==> src/logic/cnn_pkg.sv <==
/* widths, tile geometry and state encodings shared by the tile-convolution core
   DATA_W and TILE are defaults only, the top level passes its own values to the modules */
package cnn_pkg;

    // signed feature and weight element
    localparam int DATA_W   = 16;

    // square input tile and kernel edges
    localparam int TILE     = 6;
    localparam int KS       = 3;

    // valid convolution positions along one tile edge
    localparam int OUT_EDGE = TILE - KS + 1;

    // one DDR beat carries one full tile row
    localparam int ROW_W    = TILE * DATA_W;

    // full product width plus growth for nine terms
    localparam int ACC_W    = 2 * DATA_W + 4;

    // DDR row address
    localparam int ADDR_W   = 30;

    // DDR reader FSM
    typedef enum logic [1:0]
    {
        RD_IDLE,
        RD_REQ,
        RD_DRAIN,
        RD_WAIT_BANK
    } rd_state_e;

    // convolution engine FSM
    typedef enum logic
    {
        CV_IDLE,
        CV_RUN
    } conv_state_e;

endpackage

==> src/logic/tile_buffer.sv <==
/* two-bank ping-pong tile store, element (r,c) of the read tile sits at bit (r*TILE+c)*DATA_W
   the writer must only write while wr_free_o is high, nothing here guards a full bank */
`timescale 1ns/10ps
module tile_buffer
    import cnn_pkg::*;
#(
    parameter int DATA_W   = cnn_pkg::DATA_W,
    parameter int TILE     = cnn_pkg::TILE,
    localparam int ROW_W   = TILE * DATA_W
)
(
    input  logic                    clk_i,
    input  logic                    rstn_i,
    input  logic                    row_wr_i,
    input  logic [ROW_W-1:0]        row_data_i,
    input  logic                    bank_release_i,
    output logic                    wr_free_o,
    output logic                    bank_ready_o,
    output logic [TILE*ROW_W-1:0]   tile_data_o,
    output logic [1:0]              full_o
);

    localparam int ROW_CNT_W = $clog2(TILE);

    logic [ROW_W-1:0]       mem_q [2][TILE];
    logic [ROW_CNT_W-1:0]   wr_row_q;
    logic                   wr_sel_q;
    logic                   rd_sel_q;
    logic [1:0]             full_q;
    logic [1:0]             full_next;
    logic                   row_last;

    assign row_last = row_wr_i && (wr_row_q == ROW_CNT_W'(TILE - 1));

    // row storage
    always_ff @(posedge clk_i)
    begin
        if (row_wr_i)
            mem_q[wr_sel_q][wr_row_q] <= row_data_i;
    end

    // release and fill can hit the two banks in the same cycle
    always_comb
    begin
        full_next = full_q;
        if (bank_release_i)
            full_next[rd_sel_q] = 1'b0;
        if (row_last)
            full_next[wr_sel_q] = 1'b1;
    end

    always_ff @(posedge clk_i)
    begin
        if (!rstn_i)
        begin
            wr_row_q <= '0;
            wr_sel_q <= 1'b0;
            rd_sel_q <= 1'b0;
            full_q   <= 2'b00;
        end
        else
        begin
            full_q <= full_next;
            if (row_wr_i)
            begin
                if (row_last)
                begin
                    wr_row_q <= '0;
                    wr_sel_q <= ~wr_sel_q;
                end
                else
                begin
                    wr_row_q <= wr_row_q + 1'b1;
                end
            end
            if (bank_release_i)
                rd_sel_q <= ~rd_sel_q;
        end
    end

    // read bank flattened row by row
    for (genvar r = 0; r < TILE; r++)
    begin : g_rows
        assign tile_data_o[r*ROW_W +: ROW_W] = mem_q[rd_sel_q][r];
    end

    assign wr_free_o    = ~full_q[wr_sel_q];
    assign bank_ready_o = full_q[rd_sel_q];
    assign full_o       = full_q;

endmodule

==> config.mk <==
export PLATFORM = sky130hd
export DESIGN_NAME = tile_buffer
export DESIGN_NICKNAME = d
export VERILOG_FILES = /design/src/logic/cnn_pkg.sv /design/src/logic/tile_buffer.sv
export SDC_FILE = /design/constraint.sdc
export NUM_CORES = 1
export LEC_CHECK = 0
export BUFFER_PORTS_ARGS = -buffer_cell sky130_fd_sc_hd__buf_2
export CAP_MARGIN = 20
export CORE_UTILIZATION = 60
export DETAILED_ROUTE_END_ITERATION = 7
export PLACE_DENSITY = 0.9
export SLEW_MARGIN = 0
export SYNTH_ARGS = -nofsm -noshare
export SYNTH_HDL_FRONTEND = slang
export SYNTH_SLANG_ARGS = --single-unit
export TNS_END_PERCENT = 1
==> constraint.sdc <==
create_clock -name clk_i -period 21.4 [get_ports clk_i]
set_input_delay 4.28 -clock clk_i [delete_from_list [all_inputs] [get_ports clk_i]]
set_output_delay 4.28 -clock clk_i [all_outputs]
set_load 0.01 [all_outputs]
==> flow_summary.rst, run 1 <==
.. list-table::
   :header-rows: 1

   * - Metric
     - Value
   * - Result of the run
     - finished, final reports clean
   * - M1 wire length
     - 35830 um
   * - Total track usage
     - 0.2916
   * - Arr. time, crit path
     - 4190 ps
   * - Reported leakage power
     - 0.01728 uW
   * - Unrepaired setup endpoints after global routing
     - false
   * - Total global routing overflow
     - 0
   * - Routed length on met2
     - 54820 um
   * - Clock slew at reported path FFs
     - 60 ps
   * - Worst hold-check path type
     - register to register
   * - Via count of the first global-routing pass
     - 22470
   * - Count of buffers from port buffering
     - 679
   * - Die Y-Extent
     - 267.4 um
   * - Worst setup path category
     - register to primary output
   * - Clock buffers created by TritonCTS
     - 107
   * - Critical Path Slowest Stage Cell
     - sky130_fd_sc_hd__buf_4
   * - Core Region
     - 69190 sq um
   * - Clk_lat worst skew
     - 670 ps
   * - CTS tree
     - built
   * - Number of cells produced by synthesis
     - 1848
   * - Portion of total power attributed to combinational logic
     - 0.063
   * - Clock tree buffer depth
     - 3
   * - Total wirelength of the detailed-routed design
     - 107600 um
   * - Die Wd
     - 267.4 um
   * - Die Outline Area
     - 71480 sq um
   * - CP Data Required Time
     - 17120 ps
   * - Post-CTS Setup Bufs
     - 0
   * - Detailed-route wire length per cell
     - 29.70 um
   * - Number of antenna violations at the first check in global routing
     - 8
   * - Met3 wire length
     - 10460 um
   * - Clock period minus final worst setup slack
     - 8472 ps
   * - Relative area change from synthesis to final layout
     - 18.22%
   * - Number of flops mapped to enable cells by yosys
     - 1152
   * - Kind of launch point of the worst setup path
     - register
   * - Async S/R FF share, synth
     - 0
   * - Critical-path maximum fanout
     - 203
   * - Number of max-slew violations in the final report
     - 0
   * - Hold-fix buffers at CTS
     - 0
   * - Net count of the finished layout
     - 2701
   * - Final hold violation count
     - 0
   * - Maximum vdd drop
     - 0.1070 mV
   * - 1st-pass router iterations
     - 7
   * - P_sw
     - 1023 uW
   * - Area of all sequential standard cells
     - 34760 sq um
   * - Uppermost signal routing layer after detailed routing
     - met5
   * - Proportion of layout cells with a drive suffix above 1
     - 0.5381
   * - CP Buf/Inv Count
     - 3
   * - Number of routed nets with antenna violations
     - 0
   * - Post-synthesis instance area
     - 42250 sq um
   * - Max Clk Rate
     - 118.0 MHz
   * - Post-route clock period utilization
     - 0.3959
   * - Average footprint of a synthesized cell
     - 22.86 sq um
   * - Internal
     - 3750 uW
   * - CP top delay family
     - buffers and inverters
   * - Number of warnings printed during yosys synthesis
     - 0
   * - Post-cts resize count
     - 0
   * - Power per standard cell area
     - 95.54 nW/um^2
   * - Utilization after layout
     - 0.7220
   * - Critical-path cell list
     - buf_4, buf_12, mux2_2, buf_2
   * - Register bit count reported by yosys
     - 1160
   * - Sinks on Clock Net
     - 1160
   * - Max-Slew Margin vs Limit
     - 0.2128
   * - Largest net degree at the start of global routing
     - 204
   * - Most instantiated flip-flop cell in the synthesis netlist
     - sky130_fd_sc_hd__edfxtp_1
   * - Via density per instance
     - 6.049
   * - Sequential power share
     - 0.535
   * - Switching power share of the total
     - 0.2143
   * - Type of destination of the critical path
     - primary output
   * - Clock H-tree levels
     - 3
   * - Post-route clock skew
     - 23.80 ps
   * - Max incr delay on CP
     - 910 ps
   * - Net count after synthesis
     - 1950
   * - Clock root buffer
     - sky130_fd_sc_hd__clkbuf_16
   * - Part of the total power dissipated in the clock network
     - 0.402
   * - Share of synthesized area occupied by flip-flops and latches
     - 0.8226
   * - Count of unresolved DRC violations after routing
     - 0
   * - Setup TNS after final layout
     - 0 ps
   * - Worst-margin pin slew
     - 1181 ps
   * - Global placement routability congestion
     - 0.9484
   * - Initial Utilization
     - 0.6107
   * - I/O Pins
     - 680
   * - Cell variety after synth
     - 25
   * - Max Cap Violations
     - 0
   * - Reg-to-reg slack, setup
     - 18080 ps
   * - DRC marker count from the first detailed-route iteration
     - 2129
   * - Multi-input logic area
     - 6830 sq um
   * - Placed wire-length estimate
     - 62440 um
   * - Most common cell after layout, fill and taps aside
     - sky130_fd_sc_hd__edfxtp_1
   * - Setup Viol. Count Final
     - 0
   * - Wire length of the first global-routing pass
     - 147700 um
   * - Commonest cells after routing, fill and taps aside
     - sky130_fd_sc_hd__edfxtp_1, sky130_fd_sc_hd__buf_2, sky130_fd_sc_hd__mux2_2
   * - Via count of the routed design
     - 21920
   * - Num rows
     - 96
   * - Number of filler cells placed in the layout
     - 3736
-- stage by stage --
stage	instances	power (uW)	setup slack, ps	cell area (sq um)	hold WS, ps
after floorplan	1848	2772	7025	42250	495.1
after global routing	3623	4879	12780	49950	606.6
after CTS	3617	4769	12960	49910	543.0
final	3624	4772	12930	49950	542.7
after detailed placement	3420	2894	13710	46380	532.7
after global placement	3420	2880	13810	46380	501.0
-- power groups by stage --
stage	logic [uW]	registers [uW]	clock network, uW
floorplan	170	2600	0
global placement	281	2600	0
detailed placement	292	2600	0
CTS	298	2550	1920
global route	314	2560	2010
finish	302	2550	1920
-- tightest hold or removal path, cell delays in order (launching register included) --
cell                       delay [ps]
sky130_fd_sc_hd__dfxtp_1          350
sky130_fd_sc_hd__nor2_1           100
sky130_fd_sc_hd__a211oi_1          50
-- area by class of cell --
| cell class | count | area share |
|---|---|---|
| Tap cell | 931 | 0.02332 |
| Clock inverter | 58 | 0.01408 |
| Sequential cell | 1160 | 0.6958 |
| Antenna cell | 6 | 0.0003006 |
| Clock buffer | 139 | 0.05644 |
| Timing Repair Buffer | 709 | 0.07319 |
| Multi-Input combinational cell | 620 | 0.1367 |
| Inverter | 1 | 0.00007515 |
-- synthesized netlist by cell type (2+ instances only) --
library cell,n,area [sq um]
sky130_fd_sc_hd__ha_1,2,25.02
sky130_fd_sc_hd__buf_2,6,30.03
sky130_fd_sc_hd__buf_6,51,574.3
sky130_fd_sc_hd__a21boi_0,2,15.01
sky130_fd_sc_hd__nor2_1,9,33.78
sky130_fd_sc_hd__nand3_1,4,20.02
sky130_fd_sc_hd__xnor2_1,2,17.52
sky130_fd_sc_hd__clkbuf_8,10,137.6
sky130_fd_sc_hd__dfxtp_1,8,160.2
sky130_fd_sc_hd__mux2_2,577,6497
sky130_fd_sc_hd__nand2_1,5,18.77
sky130_fd_sc_hd__edfxtp_1,1152,34590
sky130_fd_sc_hd__nor3_1,4,20.02
sky130_fd_sc_hd__and2_1,2,12.51
sky130_fd_sc_hd__nand2b_1,4,25.02
-- final timing paths --
path	start	end	cells after the start
worst max-delay path	register	tile_data_o[523]	4
worst min-delay path	wr_row_q[1]	wr_row_q[1]	2
worst max register to register	wr_sel_q	mem_q[1][534]	4
worst min register to register	wr_row_q[1]	wr_row_q[1]	2
-- layer usage --
metal  global-route usage  vias up
li1                     -     8899
met1               0.3337    10990
met2               0.4863     1657
met3              0.07926      373
met4               0.1864        4
met5                    0        -
-- sequential cells by signal (all words and copies together), names as in the netlist, named ones only --
| name | count |
|---|---|
| full_o | 2 |
| wr_row_q | 3 |
| rd_sel_q | 1 |
| mem_q | 1152 |
| wr_sel_q | 1 |
-- cells by family after synthesis --
| logic type | count (synthesis) | synth area share |
|---|---|---|
| AO/OA/AOI/OAI | 7 | 0.001155 |
| multiplexers | 578 | 0.1540 |
| flip-flops | 1160 | 0.8226 |
| AND/OR/NAND/NOR | 31 | 0.003613 |
| XOR/XNOR | 2 | 0.0004147 |
| buffers and inverters | 68 | 0.01765 |
| adder cells (fa/ha/maj) | 2 | 0.0005922 |
(Power assumes the default switching activity.)
==> run 2: changes to the inputs <==
--- a/config.mk
+++ b/config.mk
@@ -5,11 +5,12 @@
 export SDC_FILE = /design/constraint.sdc
 export NUM_CORES = 1
 export LEC_CHECK = 0
+export ABC_AREA = 1
 export BUFFER_PORTS_ARGS = -buffer_cell sky130_fd_sc_hd__buf_2
 export CAP_MARGIN = 20
-export CORE_UTILIZATION = 60
+export CORE_UTILIZATION = 56
 export DETAILED_ROUTE_END_ITERATION = 7
-export PLACE_DENSITY = 0.9
+export PLACE_DENSITY = 0.85
 export SLEW_MARGIN = 0
 export SYNTH_ARGS = -nofsm -noshare
 export SYNTH_HDL_FRONTEND = slang
==> constraint.sdc (replaced) <==
create_clock -name clk_i -period 8.4 [get_ports clk_i]
set_input_delay 1.68 -clock clk_i [delete_from_list [all_inputs] [get_ports clk_i]]
set_output_delay 1.68 -clock clk_i [all_outputs]
set_load 0.01 [all_outputs]
==> flow_summary.rst, run 2 <==
.. list-table::
   :header-rows: 1

   * - Metric
     - Value
   * - Pre-CTS setup slack
     - 4144 ps (-9567 ps)
   * - Biggest register
     - mem_q
   * - Global placement routability congestion
     - 0.8245 (-13%)
   * - Total wirelength of the detailed-routed design
     - 98420 um (-8.6%)
   * - Clock slew at reported path FFs
     - 60 ps (about the same)
   * - Via count of the routed design
     - 21180 (-3.4%)
   * - Post-route clock period utilization
     - 0.5782
   * - Count of cells along the worst register-to-register path
     - 4 (unchanged)
   * - CP Data Required Time
     - 6720 ps (-10400 ps)
   * - Hold-fix buffers at CTS
     - 0 (unchanged)
   * - Core Region
     - 74570 sq um (+7.8%)
   * - Share of synthesized area occupied by flip-flops and latches
     - 0.8226 (unchanged)
   * - Clock H-tree levels
     - 3 (unchanged)
   * - Setup Viol. Count Final
     - 0 (unchanged)
   * - Sequential power share
     - 0.535 (about the same)
   * - Post-synthesis instance area
     - 42250 sq um (unchanged)
   * - Flip-flop count of the largest register after layout
     - 1152 (unchanged)
   * - Biggest area contributors in the synthesized netlist
     - sky130_fd_sc_hd__edfxtp_1, sky130_fd_sc_hd__mux2_2, sky130_fd_sc_hd__buf_6
   * - Most common cell after layout, fill and taps aside
     - sky130_fd_sc_hd__edfxtp_1
   * - Placed wire-length estimate
     - 57520 um (-7.9%)
   * - I/O Pins
     - 680 (unchanged)
   * - Clock buffers created by TritonCTS
     - 107 (unchanged)
   * - Part of the total power dissipated in the clock network
     - 0.403 (about the same)
   * - Number of max-slew violations in the final report
     - 0 (unchanged)
   * - Type of destination of the critical path
     - primary output
   * - Async S/R FF share, synth
     - 0 (unchanged)
   * - Final hold slack
     - 512.8 ps (-29.98 ps)
   * - P_sw
     - 2566 uW (+150%)
   * - Via density per instance
     - 5.748 (-5.0%)
   * - Die Outline Area
     - 76550 sq um (+7.1%)
   * - Most instantiated flip-flop cell in the synthesis netlist
     - sky130_fd_sc_hd__edfxtp_1
   * - Proportion of layout cells with a drive suffix above 1
     - 0.5375 (-0.0006789)
   * - Die Y-Extent
     - 276.7 um (+3.5%)
   * - Via count of the first global-routing pass
     - 22210 (-1.1%)
   * - Final hold violation count
     - 0 (unchanged)
   * - Worst-margin pin slew
     - 1311 ps (+129.8 ps)
   * - DRC marker count from the first detailed-route iteration
     - 1666 (-22%)
   * - Relative area change from synthesis to final layout
     - 18.51%
   * - Net count after synthesis
     - 1965 (+0.77%)
   * - Unrepaired setup endpoints after global routing
     - false
   * - Worst setup path category
     - register to primary output
   * - Yosys top cell area share
     - 0.8188 (unchanged)
   * - End of the worst register-to-register path
     - mem_q[1][241]
   * - Number of flops mapped to enable cells by yosys
     - 1152 (unchanged)
   * - Number of cells produced by synthesis
     - 1863 (+0.81%)
   * - Worst hold-check path type
     - register to register
   * - Clock period minus final worst setup slack
     - 4857 ps
   * - Commonest cells post-synth
     - sky130_fd_sc_hd__edfxtp_1, sky130_fd_sc_hd__mux2_2, sky130_fd_sc_hd__buf_6, sky130_fd_sc_hd__nand2_1, sky130_fd_sc_hd__nor2_1
   * - Final worst slack
     - 3543 ps (-9385 ps)
   * - Power per standard cell area
     - 241.8 nW/um^2 (+150%)
   * - Num rows
     - 100 (+4.2%)
   * - Total track usage
     - 0.2526 (-0.03900)
   * - Sinks on Clock Net
     - 1160 (unchanged)
   * - Post-DP Area
     - 46470 sq um (+0.18%)
   * - Post-synth top area cell
     - sky130_fd_sc_hd__edfxtp_1
   * - Cell variety after synth
     - 18 (-28%)
   * - Count of buffers from port buffering
     - 679 (unchanged)
   * - Clk_lat worst skew
     - 680 ps (about the same)
   * - Kind of launch point of the worst setup path
     - register
   * - Average footprint of a synthesized cell
     - 22.68 sq um (-0.81%)
   * - Count of unresolved DRC violations after routing
     - 0 (unchanged)
   * - Register bit count reported by yosys
     - 1160 (unchanged)
   * - Post-route clock skew
     - 45.57 ps (+21.76 ps)
   * - Switching power share of the total
     - 0.2120 (-0.002315)
   * - Utilization after layout
     - 0.6714 (-0.05053)
   * - Critical-path maximum fanout
     - 194 (-4.4%)
   * - Number of warnings printed during yosys synthesis
     - 0 (unchanged)
   * - Initial Utilization
     - 0.5666 (-0.04410)
   * - Max Clk Rate
     - 205.9 MHz
   * - Portion of total power attributed to combinational logic
     - 0.062 (about the same)
   * - CTS tree
     - built
   * - Detailed-route wire length per cell
     - 26.72 um (-10%)
   * - Number of routed nets with antenna violations
     - 0 (unchanged)
   * - Net count of the finished layout
     - 2718 (+0.63%)
   * - Arr. time, crit path
     - 3180 ps (-1010 ps)
   * - Post-cts resize count
     - 0 (unchanged)
   * - Most frequently used cell type in the post-synthesis netlist
     - sky130_fd_sc_hd__edfxtp_1
   * - Number of antenna violations at the first check in global routing
     - 4 (-4)
   * - Total global routing overflow
     - 0 (unchanged)
   * - Post-CTS Setup Bufs
     - 0 (unchanged)
   * - Result of the run
     - finished, final reports clean
   * - Clock tree buffer depth
     - 3 (unchanged)
   * - Maximum vdd drop
     - 0.2003 mV (+87%)
   * - Reported leakage power
     - 0.01735 uW (+0.39%)
   * - Last element of the critical path
     - tile_data_o[341]
   * - Max Cap Violations
     - 0 (unchanged)
   * - 1st-pass router iterations
     - 5 (-2)
   * - Die Wd
     - 276.7 um (+3.5%)
   * - Startpoint of the worst register-to-register path
     - wr_sel_q
   * - Clock root buffer
     - sky130_fd_sc_hd__clkbuf_16
   * - Largest net degree at the start of global routing
     - 195 (-4.4%)
   * - Reg-to-reg slack, setup
     - 5040 ps (-13040 ps)
   * - Internal
     - 9542 uW (+150%)
   * - Max-Slew Margin vs Limit
     - 0.1262 (-0.08652)
   * - Wire length of the first global-routing pass
     - 141500 um (-4.2%)
   * - Commonest cells after routing, fill and taps aside
     - sky130_fd_sc_hd__edfxtp_1, sky130_fd_sc_hd__buf_2, sky130_fd_sc_hd__mux2_2
   * - Final instance area
     - 50070 sq um (+0.24%)
-- run 2: changes by cell type after synthesis, moves of 4 or more --
cell | previous run | this run
sky130_fd_sc_hd__nand2b_1 | 4 | 0
sky130_fd_sc_hd__nand2_1 | 5 | 17
sky130_fd_sc_hd__inv_1 | 1 | 9
sky130_fd_sc_hd__nor2_1 | 9 | 16
-- run 2: logic make-up (layout without fill, tap and decap cells) --
group	count (synthesis)	after routing	synth area share
AOI/OAI and AO/OA	5	5	0.0005922
DFF	1160	1160	0.8226
muxes	576	576	0.1535
adders and majority gates	2	2	0.0005922
other	0	6	0
xor gates and xnor gates	1	1	0.0002073
and+or+nand+nor	44	44	0.004323
buffers and inverters	75	921	0.01821
-- run 2: layout make-up --
cell class | count | area, sq um
fill | 4492 | 24500
inverter | 9 | 33.78
tap | 969 | 1212
timing repair buffer | 710 | 3656
clock buffer | 135 | 2804
clock inverter | 67 | 783.3
multi-input combinational | 628 | 6808
antenna | 6 | 15.01
sequential | 1160 | 34760
-- run 2: how the worst min path moves through the flow --
| stage | start | to | slack, ps | cells after the start |
|---|---|---|---|---|
| 2_1_floorplan | rd_sel_q | register | 490 | 2 |
| 3_3_place_gp | full_o[1] | full_o[1] | 470 | 2 |
| 3_5_place_dp | full_o[1] | full_o[1] | 480 | 2 |
| 4_1_cts | full_o[1] | full_o[1] | 510 | 2 |
| 5_1_grt | full_o[1] | full_o[1] | 530 | 2 |
| 6_report | full_o[1] | full_o[1] | 510 | 2 |
-- run 2: power by group through the flow --
stage / logic, uW / registers, uW / clock network, uW
after floorplan: 435 / 6600 / 0
after global routing: 782 / 6480 / 5160
final: 752 / 6480 / 4880
after CTS: 749 / 6480 / 4940
after detailed placement: 741 / 6600 / 0
after global placement: 722 / 6590 / 0
-- run 2: worst max-delay path, cell delays in order, from the launching register on --
cell and delay [ps]:
sky130_fd_sc_hd__dfxtp_4 900, sky130_fd_sc_hd__buf_12 560, sky130_fd_sc_hd__mux2_2 470, sky130_fd_sc_hd__buf_2 150
-- run 2: metal layers --
metal  track usage  routed length (um)  vias to the layer above  part of all wire
li1              -                   -                     8937                 -
met1        0.2945               34890                    10830              0.35
met2        0.4313               50230                     1137              0.51
met3       0.05821                7862                      267             0.080
met4        0.1454                5441                        0             0.055
met5             0                   0                        -                 0
-- run 2: through the flow --
step                TNS [ps]  power, uW  instances
floorplan            -237320       7034       1863
global placement           0       7316       3476
detailed placement         0       7343       3476
CTS                        0      12170       3678
global route               0      12420       3682
finish                     0      12110       3684
