File: config.mk
export PLATFORM = sky130hd
export DESIGN_NAME = ddr_reader
export DESIGN_NICKNAME = d
export VERILOG_FILES = /design/src/logic/cnn_pkg.sv /design/src/logic/ddr_reader.sv
export SDC_FILE = /design/constraint.sdc
export NUM_CORES = 1
export LEC_CHECK = 0
export ABC_AREA = 1
export BUFFER_PORTS_ARGS = -buffer_cell sky130_fd_sc_hd__buf_2
export CORE_ASPECT_RATIO = 0.5
export CORE_UTILIZATION = 30
export DETAILED_ROUTE_END_ITERATION = 8
export PLACE_DENSITY = 0.56
export SYNTH_ARGS = -nofsm -noshare
export SYNTH_HDL_FRONTEND = slang
export SYNTH_SLANG_ARGS = --single-unit
export TNS_END_PERCENT = 30
File: constraint.sdc
create_clock -name clk_i -period 1.9 [get_ports clk_i]
set_input_delay 0.095 -clock clk_i [delete_from_list [all_inputs] [get_ports clk_i]]
set_output_delay 0.095 -clock clk_i [all_outputs]
set_load 0.02 [all_outputs]
File: src/logic/cnn_pkg.sv
/* widths, tile geometry and state encodings shared by the tile-convolution core
   DATA_W and TILE are defaults only, the top level passes its own values to the modules */
package cnn_pkg;

    // signed feature and weight element
    localparam int DATA_W   = 16;

    // square input tile and kernel edges
    localparam int TILE     = 6;
    localparam int KS       = 3;

    // valid convolution positions along one tile edge
    localparam int OUT_EDGE = TILE - KS + 1;

    // one DDR beat carries one full tile row
    localparam int ROW_W    = TILE * DATA_W;

    // full product width plus growth for nine terms
    localparam int ACC_W    = 2 * DATA_W + 4;

    // DDR row address
    localparam int ADDR_W   = 30;

    // DDR reader FSM
    typedef enum logic [1:0]
    {
        RD_IDLE,
        RD_REQ,
        RD_DRAIN,
        RD_WAIT_BANK
    } rd_state_e;

    // convolution engine FSM
    typedef enum logic
    {
        CV_IDLE,
        CV_RUN
    } conv_state_e;

endpackage

File: src/logic/ddr_reader.sv
/* reads tile_count_i tiles of TILE rows each from consecutive DDR row addresses
   returns must come back in command order, and the next tile waits for a free bank */
`timescale 1ns/10ps
module ddr_reader
    import cnn_pkg::*;
#(
    parameter int DATA_W   = cnn_pkg::DATA_W,
    parameter int TILE     = cnn_pkg::TILE,
    localparam int ROW_W   = TILE * DATA_W
)
(
    input  logic                clk_i,
    input  logic                rstn_i,
    input  logic                start_i,
    input  logic [ADDR_W-1:0]   base_addr_i,
    input  logic [7:0]          tile_count_i,
    input  logic                ddr_rdy_i,
    input  logic                ddr_rd_data_valid_i,
    input  logic [ROW_W-1:0]    ddr_rd_data_i,
    input  logic                wr_free_i,
    output logic                ddr_en_o,
    output logic [ADDR_W-1:0]   ddr_addr_o,
    output logic                row_wr_o,
    output logic [ROW_W-1:0]    row_data_o
);

    localparam int CNT_W = $clog2(TILE + 1);

    rd_state_e          state_q;
    logic [CNT_W-1:0]   cmd_cnt_q;
    logic [CNT_W-1:0]   ret_cnt_q;
    logic [7:0]         tiles_left_q;
    logic [ADDR_W-1:0]  addr_q;
    logic               beat_valid_q;
    logic [ROW_W-1:0]   beat_q;
    logic               cmd_fire;
    logic               cmd_last;
    logic               ret_last;

    // a command is accepted when enable and ready meet
    assign cmd_fire = ddr_en_o && ddr_rdy_i;
    assign cmd_last = cmd_fire && (cmd_cnt_q == CNT_W'(TILE - 1));
    assign ret_last = beat_valid_q && (ret_cnt_q == CNT_W'(TILE - 1));

    assign ddr_en_o   = (state_q == RD_REQ);
    assign ddr_addr_o = addr_q;
    assign row_wr_o   = beat_valid_q;
    assign row_data_o = beat_q;

    // returned beats get one register stage before the buffer write
    always_ff @(posedge clk_i)
    begin
        beat_q <= ddr_rd_data_i;
    end

    always_ff @(posedge clk_i)
    begin
        if (!rstn_i)
        begin
            state_q      <= RD_IDLE;
            cmd_cnt_q    <= '0;
            ret_cnt_q    <= '0;
            tiles_left_q <= '0;
            addr_q       <= '0;
            beat_valid_q <= 1'b0;
        end
        else
        begin
            beat_valid_q <= ddr_rd_data_valid_i;
            if (beat_valid_q)
                ret_cnt_q <= ret_last ? '0 : ret_cnt_q + 1'b1;
            // address holds while ddr_rdy_i is low
            if (cmd_fire)
            begin
                addr_q    <= addr_q + 1'b1;
                cmd_cnt_q <= cmd_last ? '0 : cmd_cnt_q + 1'b1;
            end
            case (state_q)
                RD_IDLE:
                begin
                    if (start_i && (tile_count_i != 8'd0))
                    begin
                        addr_q       <= base_addr_i;
                        tiles_left_q <= tile_count_i;
                        state_q      <= wr_free_i ? RD_REQ : RD_WAIT_BANK;
                    end
                end
                RD_REQ:
                begin
                    if (cmd_last)
                        state_q <= RD_DRAIN;
                end
                RD_DRAIN:
                begin
                    // tile complete once its last row is written
                    if (ret_last)
                    begin
                        tiles_left_q <= tiles_left_q - 1'b1;
                        state_q      <= (tiles_left_q == 8'd1) ? RD_IDLE : RD_WAIT_BANK;
                    end
                end
                RD_WAIT_BANK:
                begin
                    if (wr_free_i)
                        state_q <= RD_REQ;
                end
                default: state_q <= RD_IDLE;
            endcase
        end
    end

endmodule

==> results.cfg, run 1 <==
[placement]
dp.cells = 1013
port_buffers = 267
dp_slack_ns = 0.100
hpwlAfterDp_um = 11000
gp_congestion = 0.848

[power]
ir_worst_vdd_mv = 0.888
power_density_nw_per_um2 = 1180
leakage_uw = 0.00391

[synthesis]
syn_avg_cell_area_um2 = 8.79
synthesis.area_um2 = 4810
synth_top_cell_by_area = dfxtp_1
ys_seq_area_share_pct = 59.5
yosysWarnings = 0
yosysMostFrequentCell = dfxtp_1
ys_seq_elements = 143
synth.distinct_cells = 28
ys_top_cells_by_count = dfxtp_1, nand2_1, inv_1
synthTopCellsByArea = dfxtp_1, nand2_1, inv_1, o21ai_0, nor2_1
synth_edf_count = 0
syn_inst = 547
yosysTopAreaCellShare_pct = 59.5
ys.flop_type = dfxtp_1
synth_nets = 694
async_flop_share_pct = 0

[cts]
cts_tree = built
cts_buffers = 17
cts_buffer_depth = 2
cts_setup_buffers = 0
cts_root_buf = clkbuf_16
htree_levels = 4
clock_sinks = 143
cts.clk_slew.worst_paths_ns = 0.06
clk_latency_ns = 0.42

[timing]
drv_slew = 0
min_period_ns = 1.68
fin_setup_tns_ns = 0
finalSetupViolCount = 0
hold_viol_final = 0
worstMarginPinSlew_ns = 0.469
fin_crit_sh_pct = 88.5
fmax_mhz = 595
skew_ns = 0.00700
slew-limit-headroom_pct = 68.8
rsz0062_at_grt = false
worst_slack_ns = 0.218

[route]
vias = 4993
routed_wl_um = 15700
routedWlPerCell_um = 13.4
dr.pass1.iters = 4
route.detailed.drc = 0
vias_per_cell = 4.27
first_iter_violations = 241
antenna_left = 0

[die]
die_h_um = 91.5
start_util_pct = 31.0
core_um2 = 15500
floorplan.die_area_um2 = 16600
std_cell_rows = 32
boundaryPins = 268
fp.dieW_um = 181

[global_routing]
grt_pass1_vias = 5132
grt_pass1_wl_um = 25200
grt-ovfl-total = 0
track_usage_pct = 19.4
grt_max_degree = 62
antenna_found_initial = 0

[critical_path]
crit_arrival_ns = 2.01
worstRegToRegCells = 10
crit_required_ns = 2.22
cp_cell_sequence = ha_1, nand3_1, nor2_1, nand3_2, nor2_1, nand2_1, nand2_1, nand3_1, nand2_1, inv_1
cpPeakStageDelay_ns = 0.39
start_kind = flop
critPathKind = reg -> reg
cpMaxStageDelayCell = dfxtp_1
end_kind = flop
critPathMaxFanout = 5
cpMostUsedCell = nand2_1
rrSetupSlack_ns = 0.22

[cells_and_area]
final_nets = 1099
area_growth_pct = 72.1
utilization_pct = 53.3
antenna_cells = 0
post_layout_nonfiller_instances = 1169
fillerInstances = 1417
drive_gt1_share_pct = 32.5

[hold_path]
hold-path-cell-count = 5
hold_path_class = in -> reg

[run_status]
status = complete, no violations

[run]
maxCapViolations = 0
[power by group]
part / switching, uW / internal [uW] / leakage, uW
Combinational: 1530 / 1030 / 0.00241
Clock: 1370 / 2100 / 0.000300
Sequential: 357 / 3400 / 0.00120
[critical path: cells and delay by family, from the launching register on]
| kind | cells | cell delay (ns) |
|---|---|---|
| simple gates | 8 | 0.98 |
| buf+inv | 1 | 0.04 |
| flops | 1 | 0.39 |
| fa+ha+maj | 1 | 0.19 |
[metal layers]
| layer | GRT usage, % | vias up | wire (um) |
|---|---|---|---|
| met5 | 0 | - | 0 |
| met4 | 6.99 | 0 | 220 |
| met3 | 5.62 | 19 | 764 |
| met2 | 32.8 | 130 | 7610 |
| met1 | 23.6 | 2278 | 7130 |
| li1 | - | 2566 | - |
[state kept, by name, indices dropped and copies added (netlist names)]
signal	flops
state_q	2
row_wr_o	1
ret_cnt_q	3
cmd_cnt_q	3
ddr_addr_o	30
tiles_left_q	8
row_data_o	96
[layout make-up]
type | count | area, um^2 | share of cell area [%]
clock buffers | 19 | 433 | 5.23
flip-flops and latches | 143 | 2860 | 34.6
multi-input cells | 334 | 1690 | 20.4
clock inverters | 13 | 179 | 2.16
repair buffers | 398 | 2640 | 31.9
inverters | 58 | 218 | 2.63
well taps | 204 | 255 | 3.08
[cell usage in the layout, fill, tap and decap left out, types with 2 or more instances in the layout]
| cell type | n |
|---|---|
| nor3_1 | 6 |
| o21ai_0 | 41 |
| clkbuf_1 | 2 |
| nor3b_1 | 2 |
| buf_4 | 6 |
| clkbuf_16 | 17 |
| nand3_1 | 36 |
| dlygate4sd3_1 | 124 |
| or2_2 | 3 |
| inv_1 | 57 |
| dfxtp_1 | 143 |
| nand2_1 | 110 |
| a31oi_1 | 3 |
| a21oi_1 | 32 |
| nand3b_1 | 2 |
| nor2_4 | 2 |
| buf_2 | 267 |
| xor2_1 | 8 |
| clkinv_4 | 4 |
| bufinv_16 | 3 |
| o21bai_1 | 7 |
| inv_8 | 2 |
| xnor2_1 | 10 |
| nand4_1 | 7 |
| ha_1 | 7 |
| nand3_2 | 2 |
| nor2_1 | 51 |
| inv_6 | 3 |
[final timing paths]
kind | from | end
max | ddr_addr_o[1]$_SDFF_PN0_ | ddr_addr_o[24]$_SDFF_PN0_
min reg2reg | tiles_left_q[1]$_SDFFE_PN0P_ | tiles_left_q[1]$_SDFFE_PN0P_
min | base_addr_i[24] | ddr_addr_o[24]$_SDFF_PN0_
max reg2reg | ddr_addr_o[1]$_SDFF_PN0_ | ddr_addr_o[24]$_SDFF_PN0_
[timing repair]
action | 4_1_cts | 5_1_grt
endpoints found under the setup margin | 0 | 4
hold buffers | 124 | 0
hold endpoints to repair | 124 | 0
resized for setup | 0 | 2
[cells by family after synthesis]
logic type | share of synthesized area (%)
AOI/OAI and AO/OA | 9.73
xor gates and xnor gates | 3.28
adders and majority gates | 1.82
buffers and inverters | 5.67
DFF | 59.5
and+or+nand+nor | 20.0
[per-stage QoR]
step	total power (uW)	hold WS [ns]	area (um^2)
global placement	6150	0.197	6410
CTS	9860	0.00293	8260
global route	10400	0.0214	8280
detailed placement	6170	0.199	6410
finish	9780	0.0211	8280
floorplan	5310	0.123	4810
No activity file was read; power rests on OpenSTA's default activity.
==> run 2: changes to the inputs <==
--- a/config.mk
+++ b/config.mk
@@ -8,9 +8,9 @@
 export ABC_AREA = 1
 export BUFFER_PORTS_ARGS = -buffer_cell sky130_fd_sc_hd__buf_2
 export CORE_ASPECT_RATIO = 0.5
-export CORE_UTILIZATION = 30
+export CORE_UTILIZATION = 44
 export DETAILED_ROUTE_END_ITERATION = 8
-export PLACE_DENSITY = 0.56
+export PLACE_DENSITY = 0.78
 export SYNTH_ARGS = -nofsm -noshare
 export SYNTH_HDL_FRONTEND = slang
 export SYNTH_SLANG_ARGS = --single-unit
==> run 2 against run 1 <==
Via count up 5.1%. Sequential power about the same. Utilization up 25 points. Cell area down 2.1%. Sequential share of layout area up 0.75 points. Hold slack worse by 0.0057 ns. Clock-buffer cell count down 2. Final cell count down 6.3%. Largest power group unchanged.
==> results.cfg, run 2 (synthesis results as in run 1) <==
[power]
seq_power_share_pct = 38.7
ir_worst_vdd_mv = 0.861
cellInternalPower_uw = 6300
p_clk_share_pct = 35.1
leakage_uw = 0.00386
swShare_pct = 35.3
p_switching_uw = 3440
power_density_nw_per_um2 = 1200
pwr-share-comb_pct = 26.2

[die]
start_util_pct = 46.2
die_h_um = 75.9
floorplan.die_area_um2 = 11400
fp.dieW_um = 150
std_cell_rows = 26
core_um2 = 10400
boundaryPins = 268

[hold_path]
hold-path-cell-count = 3
hold_path_class = in -> reg

[cells_and_area]
fillerInstances = 686
final_nets = 1089
multi_input_area_um2 = 1680
area_growth_pct = 68.4
final_common_cell = buf_2
antenna_cells = 0
drive_gt1_share_pct = 32.8
final_area_um2 = 8100
seqCellArea_um2 = 2860
final_cell_mix = buf_2, dfxtp_1, dlygate4sd3_1
largest_reg_flops = 96

[cts]
cts_tree = built
cts_buffer_depth = 2
cts.clk_slew.worst_paths_ns = 0.06
cts_root_buf = clkbuf_16
cts_setup_buffers = 0
htree_levels = 4
cts_buffers = 17
clock_sinks = 143
clk_latency_ns = 0.41

[critical_path]
end_kind = flop
start_kind = flop
critPathKind = reg -> reg
crit_arrival_ns = 1.99
critPathMaxFanout = 9
crit_required_ns = 2.19
worstRegToRegCells = 8

[global_routing]
grt_max_degree = 62
grt_pass1_wl_um = 27000
antenna_found_initial = 0
grt_pass1_vias = 5303
grt-ovfl-total = 0
track_usage_pct = 30.8

[timing]
rsz0062_at_grt = false
hold_viol_final = 0
finalSetupViolCount = 0
fin_crit_sh_pct = 89.7
worstMarginPinSlew_ns = 0.391
fmax_mhz = 587
fin_setup_tns_ns = 0
min_period_ns = 1.70
skew_ns = 0.0120
drv_slew = 0
slew-limit-headroom_pct = 73.8

[placement]
port_buffers = 267
dpl_cell_area_um2 = 6310
gp_congestion = 0.887
hpwlAfterDp_um = 10200

[run]
maxCapViolations = 0

[route]
dr.pass1.iters = 5
vias_per_cell = 4.79
routed_wl_um = 17000
route.detailed.drc = 0
routedWlPerCell_um = 15.5
first_iter_violations = 324
antenna_left = 0
vias = 5246

[run_status]
status = complete, no violations
run 2: cell count changes in the layout (fill, tap and decap cells not counted), sizes merged:
cell and delta:
buf -3, bufinv -2, clkbuf -2, clkinvlp +1, dlygate4sd3 -7, inv +3
run 2: layout make-up:
class	instances	area share (%)
inverters	58	2.69
repair buffers	388	31.5
clock inverters	15	2.36
flip-flops and latches	143	35.3
well taps	140	2.16
multi-input cells	334	20.7
clock buffers	17	5.25
run 2: what timing repair did:
| item | in CTS | in global routing |
|---|---|---|
| hold buffers | 117 | 0 |
| setup endpoints to repair | 0 | 2 |
| gates resized for setup | 0 | 1 |
| hold endpoints to repair | 117 | 0 |
run 2: routing by layer:
metal,global-route usage (%),part of all wire [%]
met2,55.3,51
met3,7.35,6.0
met5,0,0
met1,35.1,40
met4,11.9,2.6
run 2: power groups by stage:
stage	Sequential (uW)	Clock, uW	Combinational, uW
after floorplan	4110	0	1210
after global placement	3790	0	2260
after detailed placement	3810	0	2310
after CTS	3750	3410	2510
after global routing	3820	3590	2820
final	3760	3420	2550
run 2: critical path: stages, from the launching register on:
cell and delay, ns:
dfxtp_1 0.32, inv_1 0.14, nand3_2 0.23, inv_2 0.22
nand3_1 0.09, nor2_1 0.27, nand3_1 0.15, nand2_1 0.10
a21oi_1 0.06
run 2: worst paths after layout:
kind	endpoint	startpoint	slack (ns)
hold / removal	ddr_addr_o[15]$_SDFF_PN0_	base_addr_i[15]	0.02
hold reg to reg	tiles_left_q[2]$_SDFFE_PN0P_	tiles_left_q[2]$_SDFFE_PN0P_	0.48
setup / recovery	ddr_addr_o[26]$_SDFF_PN0_	state_q[1]$_SDFFE_PN0P_	0.20
setup reg to reg	ddr_addr_o[26]$_SDFF_PN0_	state_q[1]$_SDFFE_PN0P_	0.20
run 2: stage by stage:
step           setup WS, ns  utilization (%)  std cells  hold slack [ns]  total power (uW)
3_3_place_gp          0.268             60.6        946            0.197              6050
4_1_cts               0.150             77.8       1095          0.00806              9660
6_report              0.196             77.8       1095           0.0154              9730
5_1_grt             0.00709             77.8       1095           0.0171             10200
3_5_place_dp          0.169             60.6        946            0.199              6110
2_1_floorplan         0.258                -        547            0.123              5310
==> run 3: changes to the inputs <==
--- a/config.mk
+++ b/config.mk
@@ -7,7 +7,8 @@
 export LEC_CHECK = 0
 export ABC_AREA = 1
 export BUFFER_PORTS_ARGS = -buffer_cell sky130_fd_sc_hd__buf_2
-export CORE_ASPECT_RATIO = 0.5
+export CORE_ASPECT_RATIO = 0.8
+export CORE_MARGIN = 2
 export CORE_UTILIZATION = 44
 export DETAILED_ROUTE_END_ITERATION = 8
 export PLACE_DENSITY = 0.78
==> run 3 against run 2 <==
Utilization decreased by 2.6 points. Global-route usage decreased by 0.39 points. Combinational power about the same. Non-clock buffer count increased by 5. Hold slack improved by 0.00061 ns. Register-to-register slack got worse by 0.099 ns. Clock skew decreased by 0.0031 ns. Critical path type unchanged. Critical endpoint is now ddr_addr_o[22]$_SDFF_PN0_. Highest routed layer unchanged.
==> results.cfg, run 3 (synthesis results as in run 1) <==
[critical_path]
crit_required_ns = 2.21
cpMostUsedCell = nand2_1
critPathMaxFanout = 5
end_kind = flop
cp_cell_sequence = ha_1, nand3_1, nor2_2, nand3_2, nor2_1, nand2_1, nand2_1, nand3_1, nand2_1, inv_1
rrSetupSlack_ns = 0.1
critPathKind = reg -> reg
cpPeakStageDelay_ns = 0.42
cpMaxStageDelayCell = dfxtp_1
start_kind = flop
crit_arrival_ns = 2.11

[cells_and_area]
area_growth_pct = 68.4
antenna_cells = 0
post_layout_nonfiller_instances = 1104
largest_reg_flops = 96
utilization_pct = 75.2
drive_gt1_share_pct = 32.8
final_common_cell = buf_2
final_cell_mix = buf_2, dfxtp_1, dlygate4sd3_1
final_area_um2 = 8100
final_nets = 1094

[die]
core_um2 = 10800
die_h_um = 97.5
boundaryPins = 268
floorplan.die_area_um2 = 11800
fp.dieW_um = 121
start_util_pct = 44.7
std_cell_rows = 34

[cts]
cts_tree = built
clk_latency_ns = 0.41
cts_setup_buffers = 0
cts_buffers = 17
htree_levels = 4
cts_root_buf = clkbuf_16
clock_sinks = 143
cts_buffer_depth = 2
cts.clk_slew.worst_paths_ns = 0.06

[route]
antenna_left = 0
vias_per_cell = 4.76
first_iter_violations = 260
routedWlPerCell_um = 15.8
dr.pass1.iters = 5
routed_wl_um = 17500
vias = 5251
route.detailed.drc = 0

[timing]
fin_setup_tns_ns = 0
drv_slew = 0
rsz0062_at_grt = false
skew_ns = 0.00889
hold_viol_final = 0
finalSetupViolCount = 0
fmax_mhz = 554
worstMarginPinSlew_ns = 0.570
fin_hold_ws_ns = 0.0160
min_period_ns = 1.80
fin_crit_sh_pct = 94.9
slew-limit-headroom_pct = 62.0

[placement]
hpwlAfterDp_um = 10600
gp_congestion = 0.892
dpl_cell_area_um2 = 6320
port_buffers = 267
dp.cells = 952

[power]
ir_worst_vdd_mv = 0.829
p_switching_uw = 3290
swShare_pct = 34.4
power_density_nw_per_um2 = 1180
p_clk_share_pct = 33.8
leakage_uw = 0.00385
cellInternalPower_uw = 6280
pwr-share-comb_pct = 26.7
seq_power_share_pct = 39.4

[run]
maxCapViolations = 0

[global_routing]
grt-ovfl-total = 0
grt_max_degree = 36
antenna_found_initial = 0
track_usage_pct = 30.4
grt_pass1_wl_um = 27400
grt_pass1_vias = 5318

[hold_path]
hold_path_class = in -> reg

[run_status]
status = complete, no violations
## run 3: changes by cell type in the layout (fill, tap and decap cells not counted), sizes merged
cell,delta
clkbuf,+3
inv,-1
buf,+2
clkinvlp,+2
dlygate4sd3,+3
clkinv,-4
## run 3: layout make-up
class	count	area, um^2
sequential	143	2860
fill	767	2660
timing repair buffer	393	2580
multi-input combinational	334	1680
clock buffer	20	447
inverter	58	218
tap	144	180
clock inverter	12	125
## run 3: worst paths after layout
check / from / to / cells after the start
worst max-delay path: ddr_addr_o[0]$_SDFF_PN0_ / ddr_addr_o[22]$_SDFF_PN0_ / 10
worst min-delay path: base_addr_i[28] / ddr_addr_o[28]$_SDFF_PN0_ / 5
worst max register to register: ddr_addr_o[0]$_SDFF_PN0_ / ddr_addr_o[22]$_SDFF_PN0_ / 10
worst min register to register: tiles_left_q[2]$_SDFFE_PN0P_ / tiles_left_q[2]$_SDFFE_PN0P_ / 2
## run 3: through the flow
step	setup slack (ns)	total power [uW]
final	0.0964	9570
after floorplan	0.258	5310
after global routing	0.0255	10100
after global placement	0.270	6080
after detailed placement	0.164	6110
after CTS	0.122	9510
## run 3: critical path, delay by kind of cell (launching register included)
family	cells	cell delay, ns
DFF	1	0.42
adders and majority gates	1	0.21
buffers and inverters	1	0.05
and+or+nand+nor	8	1.03
## run 3: repair_timing
action / 4_1_cts / 5_1_grt
hold buffers: 120 / 0
endpoints found under the hold margin: 120 / 0
endpoints found under the setup margin: 0 / 3
resized for setup: 0 / 3
## run 3: layer usage
layer | share of wire [%] | global-route usage (%) | vias to the layer above
met5 | 0 | 0 | -
met4 | 4.5 | 16.0 | 0
met3 | 7.6 | 8.74 | 56
met2 | 50 | 52.4 | 252
met1 | 38 | 33.6 | 2382
li1 | - | - | 2561
## run 3: power groups by stage
| stage | combinational [uW] | clock, uW | sequential, uW |
|---|---|---|---|
| floorplan | 1210 | 0 | 4110 |
| global placement | 2280 | 0 | 3800 |
| detailed placement | 2300 | 0 | 3810 |
| CTS | 2510 | 3250 | 3750 |
| global route | 2820 | 3420 | 3830 |
| finish | 2560 | 3240 | 3770 |
